`src/hdl/pid_pkg.sv`:
```
package pid_pkg;

    // ------------------------------------------------------------------------
    // Widths and channel count
    // ------------------------------------------------------------------------
    localparam int N_CHAN     = 4;
    localparam int W_CHAN     = 2;
    localparam int W_DATA_IN  = 16;
    localparam int W_COEFS    = 16;
    localparam int W_DATA_OUT = 32;
    localparam int W_WR_DATA  = 32;
    // Register address width
    localparam int W_WR_ADDR  = 3;

    // ------------------------------------------------------------------------
    // Scalar types
    // ------------------------------------------------------------------------
    typedef logic [W_CHAN-1:0]            pid_chan_t;
    typedef logic signed [W_DATA_IN-1:0]  pid_sample_t;
    typedef logic signed [W_COEFS-1:0]    pid_coef_t;
    typedef logic signed [W_DATA_OUT-1:0] pid_out_t;

    // Register map, one entry set per channel
    typedef enum logic [W_WR_ADDR-1:0] {
        CLR_ADDR      = 3'd0,
        SETPOINT_ADDR = 3'd1,
        P_COEF_ADDR   = 3'd2,
        I_COEF_ADDR   = 3'd3,
        D_COEF_ADDR   = 3'd4
    } pid_reg_addr_t;

    // ------------------------------------------------------------------------
    // Write word views
    // ------------------------------------------------------------------------
    // Raw bits, bit 0 doubles as the clear flag
    // Setpoint view, entry 0 holds the low sample
    // Coefficient view, entry 0 holds the low coefficient
    typedef union packed {
        logic [W_WR_DATA-1:0]                      raw;
        pid_sample_t [W_WR_DATA/W_DATA_IN-1:0]     sp_view;
        pid_coef_t [W_WR_DATA/W_COEFS-1:0]         coef_view;
    } pid_wr_data_u;

endpackage

```
`src/hdl/pid_credit_if.sv`:
```
interface pid_credit_if;
    import pid_pkg::*;

    // One item per cycle while valid is high
    logic      valid;
    pid_chan_t chan;
    pid_out_t  data;
    // Single-cycle pulse from the receiver, one per freed slot
    logic      credit;

    // Sending side, spends credits
    modport producer (
        output valid,
        output chan,
        output data,
        input  credit
    );

    // Receiving side, never refuses an item
    modport consumer (
        input  valid,
        input  chan,
        input  data,
        output credit
    );

endinterface

```
`src/hdl/pid_coef_regs.sv`:
```
module pid_coef_regs (
    input  logic                  sys_clk_in,
    input  logic                  arst_n,
    // Register write port
    input  logic                  wr_en,
    input  pid_pkg::pid_reg_addr_t wr_addr,
    input  pid_pkg::pid_chan_t    wr_chan,
    input  pid_pkg::pid_wr_data_u wr_data,
    // Per-channel configuration toward the filter
    output pid_pkg::pid_sample_t  setpoint [pid_pkg::N_CHAN],
    output pid_pkg::pid_coef_t    p_coef [pid_pkg::N_CHAN],
    output pid_pkg::pid_coef_t    i_coef [pid_pkg::N_CHAN],
    output pid_pkg::pid_coef_t    d_coef [pid_pkg::N_CHAN],
    output logic [pid_pkg::N_CHAN-1:0] clr
);
    import pid_pkg::*;

    // ------------------------------------------------------------------------
    // Register file
    // ------------------------------------------------------------------------
    // Writes land on the enabled edge
    // The filter reads these combinationally, so a write
    // is seen by samples from the next cycle on
    always_ff @(posedge sys_clk_in or negedge arst_n) begin
        if (!arst_n) begin
            // All channels start unconfigured
            for (int c = 0; c < N_CHAN; c++) begin
                setpoint[c] <= '0;
                p_coef[c]   <= '0;
                i_coef[c]   <= '0;
                d_coef[c]   <= '0;
            end
            clr <= '0;
        end else if (wr_en) begin
            // Address selects which view of the word is stored
            case (wr_addr)
                CLR_ADDR: begin
                    // Flag only, upper bits ignored
                    clr[wr_chan] <= wr_data.raw[0];
                end
                SETPOINT_ADDR: begin
                    setpoint[wr_chan] <= wr_data.sp_view[0];
                end
                P_COEF_ADDR: begin
                    p_coef[wr_chan] <= wr_data.coef_view[0];
                end
                I_COEF_ADDR: begin
                    i_coef[wr_chan] <= wr_data.coef_view[0];
                end
                D_COEF_ADDR: begin
                    d_coef[wr_chan] <= wr_data.coef_view[0];
                end
                default: begin
                    // Unmapped address, write is dropped
                end
            endcase
        end
    end

endmodule

```
`src/hdl/pid_filter.sv`:
```
module pid_filter #(
    parameter int FIFO_DEPTH = 8
) (
    input  logic                 sys_clk_in,
    input  logic                 arst_n,
    // Sample port
    input  logic                 sample_valid,
    input  pid_pkg::pid_chan_t   sample_chan,
    input  pid_pkg::pid_sample_t sample_data,
    output logic                 sample_ready,
    // Configuration from the register block
    input  pid_pkg::pid_sample_t setpoint [pid_pkg::N_CHAN],
    input  pid_pkg::pid_coef_t   p_coef [pid_pkg::N_CHAN],
    input  pid_pkg::pid_coef_t   i_coef [pid_pkg::N_CHAN],
    input  pid_pkg::pid_coef_t   d_coef [pid_pkg::N_CHAN],
    input  logic [pid_pkg::N_CHAN-1:0] clr,
    // Results toward the FIFO
    pid_credit_if.producer       to_fifo
);
    import pid_pkg::*;

    // Full-precision widths, no wrap anywhere before saturation
    localparam int W_ERROR = W_DATA_IN + 1;
    localparam int W_K     = W_COEFS + 2;
    localparam int W_PROD  = W_K + W_ERROR;
    // Three products plus the previous output
    localparam int W_SUM   = W_PROD + 2;
    localparam int W_CRED  = $clog2(FIFO_DEPTH + 1);

    localparam pid_out_t MAX_OUT = {1'b0, {(W_DATA_OUT-1){1'b1}}};
    localparam pid_out_t MIN_OUT = {1'b1, {(W_DATA_OUT-1){1'b0}}};

    // Per-channel history
    logic signed [W_ERROR-1:0] err_hist0 [N_CHAN];
    logic signed [W_ERROR-1:0] err_hist1 [N_CHAN];
    pid_out_t                  out_hist [N_CHAN];

    // Credits not yet claimed by a sample in flight
    logic [W_CRED-1:0] credit_cnt;
    logic              accept;
    logic              s1_load;

    // Stage 1 inputs
    logic signed [W_ERROR-1:0] err;

    // Stage registers
    logic                      s1_valid;
    pid_chan_t                 s1_chan;
    logic signed [W_ERROR-1:0] s1_err;
    logic signed [W_ERROR-1:0] s1_e1;
    logic signed [W_ERROR-1:0] s1_e2;
    logic signed [W_K-1:0]     s1_k1;
    logic signed [W_K-1:0]     s1_k2;
    logic signed [W_K-1:0]     s1_k3;

    logic                      s2_valid;
    pid_chan_t                 s2_chan;
    logic signed [W_PROD-1:0]  s2_prod0;
    logic signed [W_PROD-1:0]  s2_prod1;
    logic signed [W_PROD-1:0]  s2_prod2;

    logic                      s3_valid;
    pid_chan_t                 s3_chan;
    pid_out_t                  s3_data;

    // Stage 3 sum and clamp
    logic signed [W_SUM-1:0]   sum;
    pid_out_t                  sat;

    // ------------------------------------------------------------------------
    // Input handshake and credit count
    // ------------------------------------------------------------------------
    assign sample_ready = (credit_cnt != '0);
    assign accept       = sample_valid && sample_ready;
    // Samples of a cleared channel are taken but go nowhere
    assign s1_load      = accept && !clr[sample_chan];

    // Spent at acceptance, so the stages in flight are covered
    always_ff @(posedge sys_clk_in or negedge arst_n) begin
        if (!arst_n) begin
            credit_cnt <= W_CRED'(FIFO_DEPTH);
        end else begin
            credit_cnt <= credit_cnt - W_CRED'(s1_load) + W_CRED'(to_fifo.credit);
        end
    end

    // ------------------------------------------------------------------------
    // Stage 1: error, z-domain gains, history fetch
    // ------------------------------------------------------------------------
    assign err = setpoint[sample_chan] - sample_data;

    always_ff @(posedge sys_clk_in) begin
        s1_chan <= sample_chan;
        s1_err  <= err;
        s1_e1   <= err_hist0[sample_chan];
        s1_e2   <= err_hist1[sample_chan];
        // k1 = P + I + D, k2 = -P - 2D, k3 = D
        s1_k1   <= p_coef[sample_chan] + i_coef[sample_chan] + d_coef[sample_chan];
        s1_k2   <= -p_coef[sample_chan] - (d_coef[sample_chan] <<< 1);
        s1_k3   <= d_coef[sample_chan];
    end

    // ------------------------------------------------------------------------
    // Stage 2: coefficient-error products
    // ------------------------------------------------------------------------
    always_ff @(posedge sys_clk_in) begin
        s2_chan  <= s1_chan;
        s2_prod0 <= s1_k1 * s1_err;
        s2_prod1 <= s1_k2 * s1_e1;
        s2_prod2 <= s1_k3 * s1_e2;
    end

    // ------------------------------------------------------------------------
    // Stage 3: accumulate onto previous output, saturate
    // ------------------------------------------------------------------------
    // Previous output read here and written back on the same edge
    always_comb begin
        sum = out_hist[s2_chan] + s2_prod0 + s2_prod1 + s2_prod2;
        if (sum > MAX_OUT) begin
            sat = MAX_OUT;
        end else if (sum < MIN_OUT) begin
            sat = MIN_OUT;
        end else begin
            sat = pid_out_t'(sum);
        end
    end

    always_ff @(posedge sys_clk_in) begin
        s3_chan <= s2_chan;
        s3_data <= sat;
    end

    // Valid bits only
    always_ff @(posedge sys_clk_in or negedge arst_n) begin
        if (!arst_n) begin
            s1_valid <= 1'b0;
            s2_valid <= 1'b0;
            s3_valid <= 1'b0;
        end else begin
            s1_valid <= s1_load;
            s2_valid <= s1_valid;
            s3_valid <= s2_valid;
        end
    end

    // ------------------------------------------------------------------------
    // History update
    // ------------------------------------------------------------------------
    always_ff @(posedge sys_clk_in or negedge arst_n) begin
        if (!arst_n) begin
            for (int c = 0; c < N_CHAN; c++) begin
                err_hist0[c] <= '0;
                err_hist1[c] <= '0;
                out_hist[c]  <= '0;
            end
        end else begin
            // Shift the error pair at acceptance
            if (s1_load) begin
                err_hist0[sample_chan] <= err;
                err_hist1[sample_chan] <= err_hist0[sample_chan];
            end
            if (s2_valid) begin
                out_hist[s2_chan] <= sat;
            end
            // Clear wins over any write in the same cycle
            for (int c = 0; c < N_CHAN; c++) begin
                if (clr[c]) begin
                    err_hist0[c] <= '0;
                    err_hist1[c] <= '0;
                    out_hist[c]  <= '0;
                end
            end
        end
    end

    // Result toward the FIFO, three edges after acceptance
    assign to_fifo.valid = s3_valid;
    assign to_fifo.chan  = s3_chan;
    assign to_fifo.data  = s3_data;

endmodule

```
`src/hdl/pid_result_fifo.sv`:
```
module pid_result_fifo #(
    parameter int FIFO_DEPTH = 8,
    parameter int PORT_DEPTH = 2
) (
    input  logic           sys_clk_in,
    input  logic           arst_n,
    pid_credit_if.consumer from_filt,
    pid_credit_if.producer to_port
);
    import pid_pkg::*;

    localparam int PTR_W  = (FIFO_DEPTH > 1) ? $clog2(FIFO_DEPTH) : 1;
    localparam int CNT_W  = $clog2(FIFO_DEPTH + 1);
    localparam int CRED_W = $clog2(PORT_DEPTH + 1);

    // Storage, payload only
    pid_chan_t chan_mem [FIFO_DEPTH];
    pid_out_t  data_mem [FIFO_DEPTH];

    logic [PTR_W-1:0]  wr_ptr;
    logic [PTR_W-1:0]  rd_ptr;
    logic [CNT_W-1:0]  count;
    // Free slots known in the output stage
    logic [CRED_W-1:0] credit_cnt;
    logic              send;

    // Head leaves whenever the output stage has room
    assign send = (count != '0) && (credit_cnt != '0);

    assign to_port.valid    = send;
    assign to_port.chan     = chan_mem[rd_ptr];
    assign to_port.data     = data_mem[rd_ptr];
    // Slot freed in the same cycle the head is sent
    assign from_filt.credit = send;

    // Write side, never refuses since the filter spends credits
    always_ff @(posedge sys_clk_in) begin
        if (from_filt.valid) begin
            chan_mem[wr_ptr] <= from_filt.chan;
            data_mem[wr_ptr] <= from_filt.data;
        end
    end

    // Pointers, occupancy, downstream credits
    always_ff @(posedge sys_clk_in or negedge arst_n) begin
        if (!arst_n) begin
            wr_ptr     <= '0;
            rd_ptr     <= '0;
            count      <= '0;
            credit_cnt <= CRED_W'(PORT_DEPTH);
        end else begin
            if (from_filt.valid) begin
                wr_ptr <= (wr_ptr == PTR_W'(FIFO_DEPTH - 1)) ? '0 : wr_ptr + 1'b1;
            end
            if (send) begin
                rd_ptr <= (rd_ptr == PTR_W'(FIFO_DEPTH - 1)) ? '0 : rd_ptr + 1'b1;
            end
            count      <= count + CNT_W'(from_filt.valid) - CNT_W'(send);
            credit_cnt <= credit_cnt - CRED_W'(send) + CRED_W'(to_port.credit);
        end
    end

endmodule

```
`src/hdl/pid_result_port.sv`:
```
module pid_result_port #(
    parameter int PORT_DEPTH = 2
) (
    input  logic               sys_clk_in,
    input  logic               arst_n,
    pid_credit_if.consumer     from_fifo,
    // Outside handshake
    output logic               out_valid,
    output pid_pkg::pid_chan_t out_chan,
    output pid_pkg::pid_out_t  out_data,
    input  logic               out_ready
);
    import pid_pkg::*;

    localparam int CNT_W = $clog2(PORT_DEPTH + 1);

    // Shift queue, oldest entry always at index 0
    pid_chan_t        q_chan [PORT_DEPTH];
    pid_out_t         q_data [PORT_DEPTH];
    logic [CNT_W-1:0] count;
    logic             pop;
    logic [CNT_W-1:0] wr_idx;

    assign out_valid = (count != '0);
    assign out_chan  = q_chan[0];
    assign out_data  = q_data[0];
    assign pop       = out_valid && out_ready;
    // One credit back per delivered result
    assign from_fifo.credit = pop;

    // New entry goes behind the last one left after a pop
    assign wr_idx = pop ? count - 1'b1 : count;

    always_ff @(posedge sys_clk_in) begin
        if (pop) begin
            for (int i = 0; i < PORT_DEPTH - 1; i++) begin
                q_chan[i] <= q_chan[i+1];
                q_data[i] <= q_data[i+1];
            end
        end
        // Later assignment overrides the shift at the write slot
        if (from_fifo.valid) begin
            for (int i = 0; i < PORT_DEPTH; i++) begin
                if (CNT_W'(i) == wr_idx) begin
                    q_chan[i] <= from_fifo.chan;
                    q_data[i] <= from_fifo.data;
                end
            end
        end
    end

    always_ff @(posedge sys_clk_in or negedge arst_n) begin
        if (!arst_n) begin
            count <= '0;
        end else begin
            count <= count + CNT_W'(from_fifo.valid) - CNT_W'(pop);
        end
    end

endmodule

```
`src/hdl/pid_top.sv`:
```
module pid_top #(
    parameter int FIFO_DEPTH = 8,
    parameter int PORT_DEPTH = 2
) (
    input  logic                          sys_clk_in,
    input  logic                          arst_n,
    // Register port
    input  logic                          wr_en,
    input  pid_pkg::pid_reg_addr_t        wr_addr,
    input  pid_pkg::pid_chan_t            wr_chan,
    input  logic [pid_pkg::W_WR_DATA-1:0] wr_data,
    // Sample port
    input  logic                          sample_valid,
    input  pid_pkg::pid_chan_t            sample_chan,
    input  pid_pkg::pid_sample_t          sample_data,
    output logic                          sample_ready,
    // Result port
    output logic                          out_valid,
    output pid_pkg::pid_chan_t            out_chan,
    output pid_pkg::pid_out_t             out_data,
    input  logic                          out_ready
);
    import pid_pkg::*;

    // Configuration arrays
    pid_sample_t        setpoint [N_CHAN];
    pid_coef_t          p_coef [N_CHAN];
    pid_coef_t          i_coef [N_CHAN];
    pid_coef_t          d_coef [N_CHAN];
    logic [N_CHAN-1:0]  clr;

    // Credit links
    pid_credit_if filt_to_fifo ();
    pid_credit_if fifo_to_port ();

    pid_coef_regs u_coef_regs (
        .sys_clk_in (sys_clk_in),
        .arst_n     (arst_n),
        .wr_en      (wr_en),
        .wr_addr    (wr_addr),
        .wr_chan    (wr_chan),
        .wr_data    (wr_data),
        .setpoint   (setpoint),
        .p_coef     (p_coef),
        .i_coef     (i_coef),
        .d_coef     (d_coef),
        .clr        (clr)
    );

    pid_filter #(
        .FIFO_DEPTH (FIFO_DEPTH)
    ) u_filter (
        .sys_clk_in   (sys_clk_in),
        .arst_n       (arst_n),
        .sample_valid (sample_valid),
        .sample_chan  (sample_chan),
        .sample_data  (sample_data),
        .sample_ready (sample_ready),
        .setpoint     (setpoint),
        .p_coef       (p_coef),
        .i_coef       (i_coef),
        .d_coef       (d_coef),
        .clr          (clr),
        .to_fifo      (filt_to_fifo.producer)
    );

    pid_result_fifo #(
        .FIFO_DEPTH (FIFO_DEPTH),
        .PORT_DEPTH (PORT_DEPTH)
    ) u_result_fifo (
        .sys_clk_in (sys_clk_in),
        .arst_n     (arst_n),
        .from_filt  (filt_to_fifo.consumer),
        .to_port    (fifo_to_port.producer)
    );

    pid_result_port #(
        .PORT_DEPTH (PORT_DEPTH)
    ) u_result_port (
        .sys_clk_in (sys_clk_in),
        .arst_n     (arst_n),
        .from_fifo  (fifo_to_port.consumer),
        .out_valid  (out_valid),
        .out_chan   (out_chan),
        .out_data   (out_data),
        .out_ready  (out_ready)
    );

endmodule

```
`config.mk`:
```
export PLATFORM = sky130hd
export DESIGN_NAME = pid_top
export DESIGN_NICKNAME = d
export VERILOG_FILES = /design/src/hdl/pid_pkg.sv /design/src/hdl/pid_credit_if.sv /design/src/hdl/pid_coef_regs.sv /design/src/hdl/pid_filter.sv /design/src/hdl/pid_result_fifo.sv /design/src/hdl/pid_result_port.sv /design/src/hdl/pid_top.sv
export SDC_FILE = /design/constraint.sdc
export NUM_CORES = 2
export LEC_CHECK = 0
export ABC_AREA = 1
export BUFFER_PORTS_ARGS = -buffer_cell sky130_fd_sc_hd__buf_2
export CAP_MARGIN = 15
export CORE_MARGIN = 8
export CORE_UTILIZATION = 30
export CTS_BUF_LIST = sky130_fd_sc_hd__clkbuf_2
export DETAILED_ROUTE_END_ITERATION = 10
export PLACE_DENSITY = 0.44
export SETUP_SLACK_MARGIN = 0.05
export SLEW_MARGIN = 10
export SYNTH_ARGS = -nofsm -noshare
export SYNTH_HDL_FRONTEND = slang
export SYNTH_SLANG_ARGS = --single-unit
```
`constraint.sdc`:
```
create_clock -name sys_clk_in -period 10 [get_ports sys_clk_in]
set_input_delay 1.5 -clock sys_clk_in [delete_from_list [all_inputs] [get_ports sys_clk_in]]
set_output_delay 1.5 -clock sys_clk_in [all_outputs]
set_load 0.005 [all_outputs]
```
## Word-level counts from Yosys, hierarchy flattened

Memory sizes are Yosys's and may differ from the RTL's.
Index checks and enable logic that the tools add are counted.

- Bits in registers: 791
- Bits in writable memories: 340
- Bits of input ports: 60
- Output and inout bits: 36
- Logic and storage cells: 199
- Memories kept: 4

- Add/subtract/negate cells: 19
- Multiply operators: 3
- Magnitude comparators: 11
- Equal/unequal tests: 7
- Multiplexer cells: 71
- Bitwise gates (word level): 5
- Reduce and logical (&&, ||, !) cells: 28

Memory list:

| name | depth | width | rd ports | clocked after Yosys merged registers in | wr ports | RTL line | text |
|---|---|---|---|---|---|---|---|
| u_result_fifo.data_mem | 8 | 32 | 1 | 0 | 1 | pid_result_fifo.sv:18 | `pid_out_t data_mem [FIFO_DEPTH];` |
| u_result_port.q_data | 2 | 32 | 2 | 0 | 2 | pid_result_port.sv:19 | `pid_out_t q_data [PORT_DEPTH];` |
| u_result_fifo.chan_mem | 8 | 2 | 1 | 0 | 1 | pid_result_fifo.sv:17 | `pid_chan_t chan_mem [FIFO_DEPTH];` |
| u_result_port.q_chan | 2 | 2 | 2 | 0 | 2 | pid_result_port.sv:18 | `pid_chan_t q_chan [PORT_DEPTH];` |

Operators with widths:

| cell | count |
|---|---|
| 32-bit two-way mux | 10 |
| 64-bit bitwise mux | 4 |
| 17-bit two-way mux | 13 |
| 16-bit two-way mux | 9 |
| 68-bit bitwise mux | 2 |
| 68-bit two-way mux | 2 |
| 16-bit binary-select mux with 2-bit select | 4 |
| 128-bit bitwise mux | 1 |
| 128-bit two-way mux | 1 |
| 18-bit by 17-bit multiplier with 35-bit output | 2 |
| 17-bit binary-select mux with 2-bit select | 2 |
| 32-bit binary-select mux with 2-bit select | 1 |
| 32-bit demux with 2-bit select | 1 |
| 36-bit by 35-bit adder with 37-bit output | 1 |
| 37-bit by 35-bit adder with 37-bit output | 1 |
| 37-bit by 32-bit > comparator with 1-bit output, second input constant | 1 |
| 37-bit by 32-bit < comparator with 1-bit output, second input constant | 1 |
| 32-bit by 35-bit adder with 36-bit output | 1 |
| 17-bit demux with 2-bit select | 1 |
| 16-bit by 17-bit multiplier with 33-bit output | 1 |
| 16-bit demux with 2-bit select | 1 |
| 2-bit nonzero test | 10 |
| 17-bit by 16-bit adder with 18-bit output | 1 |
| 16-bit negation with 18-bit output | 1 |
| other kinds (31) | 72 |

## Longest topological paths before layout

- Word-level depth: 13
- Gate-level depth with buffers: 32
- Gate-level depth less buffers: 30

## Cells and area by module

From an unflattened synthesis, not the netlist that was laid out.

- Cells, all modules: 9795
- Area, all modules: 85114.1 um2

Modules (own cells, without submodules):

| module | instances | cells an instance | area an instance (um2) | sequential area each (um2) |
|---|---|---|---|---|
| pid_filter | 1 | 7200 | 59568.4 | 11667.4 |
| pid_result_fifo | 1 | 1159 | 12020.3 | 8469.4 |
| pid_coef_regs | 1 | 1196 | 10500.1 | 6506.2 |
| pid_result_port | 1 | 240 | 3025.4 | 2092.0 |

## Least setup slack after synthesis

Ideal clock, no wire load.

- Kind: flip-flop to flip-flop
- From: register u_filter.s1_err[2]
- To: register u_filter.s2_prod0[31]
- Library setup time: 0.112 ns
- Data arrival time: 5.674 ns
- Required time: 9.888 ns
- Setup slack: 4.213 ns
- Stages on the path, launching flop included: 27
- Clock period less this slack: 5.787 ns
- Path through: dfxtp_1 -> clkbuf_1 -> clkbuf_1 -> nand2_1 -> fa_1 -> inv_1 -> fa_1 -> inv_1 -> fa_1 -> inv_1 -> fa_1 -> inv_1 -> fa_1 -> inv_1 -> fa_1 -> ha_1 -> nand2_1 -> nor2_1 -> inv_1 -> nor3_1 -> nor2_1 -> nor2_1 -> a21boi_0 -> o21ai_0 -> nand2_1 -> nand3_1 -> nand2_1

- Longest elaborated chain between the ends: 1

Ends and longest elaborated chain:

| what | RTL line | text |
|---|---|---|
| start, declared | pid_filter.sv:49 | `logic signed [W_ERROR-1:0] s1_err;` |
| start signal, assigned | pid_filter.sv:94 | `s1_err <= err;` |
| 18-bit by 17-bit multiplier with 35-bit output | pid_filter.sv:108 | `s2_prod0 <= s1_k1 * s1_err;` |
| end signal, assigned | pid_filter.sv:108 |  |
| end, declared | pid_filter.sv:58 | `logic signed [W_PROD-1:0] s2_prod0;` |

No other way between the ends.
A chain may end at the register's enable or synchronous reset.

## Worst setup path in the final report

- From: register u_filter.s1_k1[7]
- To: register u_filter.s2_prod0[33]

- Longest elaborated chain between the ends: 1

Ends and longest elaborated chain:

| what | RTL line | text |
|---|---|---|
| start, declared | pid_filter.sv:52 | `logic signed [W_K-1:0] s1_k1;` |
| start signal, assigned | pid_filter.sv:98 | `s1_k1 <= p_coef[sample_chan] + i_coef[sample_chan] + d_coef[sample_chan];` |
| 18-bit by 17-bit multiplier with 35-bit output | pid_filter.sv:108 |  |

No other way between the ends.

==> key figures <==
Logic synthesis
  – Netlist cell types: 56
  – Cell area after synthesis: 0.0824 mm2
  – Sequential area share after synthesis: 0.349
  – Post-synthesis average cell area: 9.11 um2
  – Post-Synthesis Cells: 9044
  – FFs w/ async S/R, synth: 0.483
  – Post-synth EDFFs: 340
  – Syn. warnings: 0
  – Syn_nets: 10.5k
  – Seq cells post-synth: around 1.1k
  – Main synth FF type: dfrtp_1

Timing
  – Fin Hold WS: between 0.3 and 0.4 ns
  – Tightest Pin Transition: 1.20 ns
  – Final-report setup violation count: 0
  – Fmax: roughly 150 MHz
  – Unrepaired setup endpoints after global routing: false
  – Endpoints failing hold: 0
  – Setup Skew: 0.198 ns
  – Slew HR: 0.197
  – Setup tns final: 0 ns
  – Final Max Slew Viols: 0
  – Min Tclk post-route: 6.71 ns
  – Fin crit share: 0.671

Placed design
  – Placed cell area: 0.0862 mm2
  – Buffers on Ports: 79
  – GP Congestion: about 0.86
  – DP Wirelength: around 170 mm
  – Placed Cells: 12.4k

CTS
  – CTS H-tree depth: 5
  – Setup bufs post-CTS: 0
  – Post_cts resized: 0
  – Cts hold-fix bufs: 3
  – Cts bufs inserted: 315
  – Clock tree sinks: 1129
  – Clock latency on the worst-skew pair: approximately 1.5 ns
  – Clock slew at reported path FFs: roughly 0.10 ns
  – CTS tree: built
  – Clk root buf: clkbuf_2
  – CTS Buffer Depth: 4

Worst setup path
  – Crit path arrival time: 8.10 ns
  – CP Capture Type: flip-flop
  – Worst Path Required: roughly 11 ns
  – R2R setup slack: 3.29 ns
  – R2r endpoint: u_filter.s2_prod0[33]$_DFF_P_
  – Largest fanout on the critical path: 17
  – Crit Path Category: flip-flop to flip-flop
  – R2r startpoint: u_filter.s1_k1[7]$_DFF_P_
  – Critical Path Start Type: flip-flop
  – Depth of the most critical reg-to-reg path: 22

Final layout
  – Filler cells: between 20k and 30k
  – Final Cell Area: 0.0891 mm2
  – Final #Nets: ~11k
  – Register area: 0.0287 mm2
  – Fin cells: between 10k and 15k
  – Layout cells sized above 1: 0.0906
  – Synth-to-Final Area Change: 8.15%
  – Area of the multi-input gates: 0.0447 mm2

Drt
  – Detailed-router iteration count before antenna repair: 5
  – Drt via density: 4.57
  – Post-route DRC violation count: 0
  – Drt total wl: 237 mm
  – DRT antenna net count: 0
  – Via count: 59.0k
  – Avg WL per Cell: 18.3 um
  – Drt initial violations: 3507

Floorplanning
  – Die width: 540 um
  – I/O Pins: 96
  – # rows: around 190
  – Core area: around 0.27 mm2
  – DIE AREA: approximately 0.29 mm2
  – Initial core utilization: 0.301
  – Die height: 540 um

Global route
  – Largest net degree at the start of global routing: 172
  – Wire length of the first global-routing pass: 370 mm
  – Initial antenna violation count: 11
  – Global route overflow: 0
  – Vias in the first global route: 62.9k
  – Global-route usage over all layers: 0.161

Worst hold path
  – Worst hold path endpoint: u_filter.s2_valid$_DFF_PN0_
  – HP Start: u_filter.s1_valid$_DFF_PN0_
  – Hold path depth: 0
  – Hold Crit Class: flip-flop to flip-flop

Status
  – Run status: finished, final reports clean

Run
  – Total of max-cap violations: 0
per-layer routing:
layer	wire, um	global-route usage	vias up
met1	106000	0.211	29500
met2	113000	0.274	1357
met5	46	0	-
met4	7290	0.0516	6
li1	-	-	27900
met3	10500	0.0241	347
cell usage after synthesis (3+ instances only):
library cell / number / area [um2]
xnor2_1: 78 / 683
nand2_2: 40 / 250
a31oi_1: 43 / 269
buf_4: 46 / 345
nand3_1: 106 / 531
buf_2: 12 / 60.1
buf_8: 4 / 60.1
and2_1: 24 / 150
o21ai_0: 531 / 2660
clkinv_1: 3 / 11.3
nor2_2: 8 / 50.1
nand2_4: 27 / 304
a22o_1: 34 / 298
nor2_1: 421 / 1580
o31ai_1: 3 / 22.5
buf_1: 21 / 78.8
nor3_1: 46 / 230
o21ai_1: 5 / 25.0
clkbuf_1: 363 / 1360
dfxtp_1: 244 / 4880
a22oi_1: 119 / 893
dfrtp_1: 543 / 13600
a21o_1: 12 / 90.1
nand3_2: 6 / 60.1
o2111ai_1: 3 / 26.3
a21boi_0: 6 / 45.0
o21bai_1: 11 / 82.6
a221oi_1: 43 / 377
a21oi_1: 185 / 926
nand2_1: 2100 / 7880
fa_1: 990 / 19800
edfxtp_1: 340 / 10200
nand4_1: 11 / 68.8
ha_1: 377 / 4720
xor2_1: 110 / 963
o221ai_1: 19 / 166
buf_12: 3 / 60.1
o21a_1: 11 / 82.6
o22ai_1: 140 / 876
inv_1: 1881 / 7060
or2_2: 53 / 332
o211ai_1: 3 / 22.5
metrics by stage:
step,worst slack (ns),utilization
floorplan,4.21,-
global placement,3.27,0.315
detailed placement,3.23,0.315
CTS,3.24,0.326
global route,2.77,0.326
finish,3.29,0.326
kinds of logic after synthesis:
group           after synthesis  synth area share
xor+xnor                    188            0.0200
simple gates               2850             0.140
fa+ha+maj                  1367             0.298
buf+inv                    2334             0.110
flops                      1129             0.349
compound gates             1176            0.0841
cell type report:
cell class	instances	share of cell area
Inverter	1885	0.0794
Timing Repair Buffer	177	0.0135
Multi-Input combinational cell	5581	0.502
Clock inverter	74	0.00548
Tap cell	3589	0.0504
Sequential cell	1129	0.323
Clock buffer	476	0.0267
Antenna cell	6	0.000168
worst max-delay path, stage by stage (launching register included):
cell	delay [ns]
dfxtp_1	1.09
nand2_1	0.20
fa_1	0.58
inv_1	0.05
fa_1	0.48
inv_1	0.05
fa_1	0.49
fa_1	0.55
inv_1	0.06
fa_1	0.53
fa_1	0.44
ha_1	0.38
a21oi_1	0.26
o21a_1	0.16
o21bai_1	0.06
nor2_1	0.21
nor2_1	0.10
a21boi_0	0.34
o21ai_0	0.26
nand2_1	0.15
nand2_1	0.06
nand2_1	0.05
nand2_1	0.05
worst max path at each step:
stage | startpoint | to | slack (ns) | cells after the start
final | u_filter.s1_k1[7]$_DFF_P_ | u_filter.s2_prod0[33]$_DFF_P_ | 3.29 | 22
after global routing | u_filter.s1_k1[7]$_DFF_P_ | u_filter.s2_prod0[33]$_DFF_P_ | 2.77 | 24
after CTS | u_filter.s1_k1[7]$_DFF_P_ | u_filter.s2_prod0[33]$_DFF_P_ | 3.24 | 22
after detailed placement | u_filter.s1_k3[1]$_DFF_P_ | u_filter.s2_prod2[33]$_DFF_P_ | 3.23 | 19
after global placement | u_filter.s1_k3[1]$_DFF_P_ | u_filter.s2_prod2[33]$_DFF_P_ | 3.27 | 19
after floorplan | u_filter.s1_err[2]$_DFF_P_ | u_filter.s2_prod0[31]$_DFF_P_ | 4.21 | 26
flip-flops by register name, summed over array words and instances, names as in the netlist, 64 cells and up:
register	cells
u_coef_regs.setpoint	64
u_result_fifo.data_mem	256
u_coef_regs.i_coef	64
u_coef_regs.p_coef	64
u_filter.out_hist	128
u_filter.err_hist1	68
u_filter.err_hist0	68
u_result_port.q_data	64
u_coef_regs.d_coef	64
layout by cell type (no fill, tap or decap), types with 34 or more instances in the layout:
cell      netlist  layout
xnor2_1        78      78
a31oi_1        43      43
dfrtp_1       543     541
buf_4          46      91
nand2_2        40      40
ha_1          377     377
clkinv_1        3      50
nor3_1         46      46
edfxtp_1      340     340
dfxtp_1       244     244
nor2_1        421     404
a22oi_1       119     119
xor2_1        110     110
clkbuf_2        0     476
a221oi_1       43      43
or2_2          53      53
buf_2          12      78
fa_1          990     990
a21oi_1       185     185
nand3_1       106     106
o22ai_1       140     140
inv_1        1881    1874
a22o_1         34      34
o21ai_0       531     531
nand2_1      2100    2100
Power is left out: the tool's default activity adds up to more than one toggle a clock period on the data nets, which glitch-free logic cannot reach.
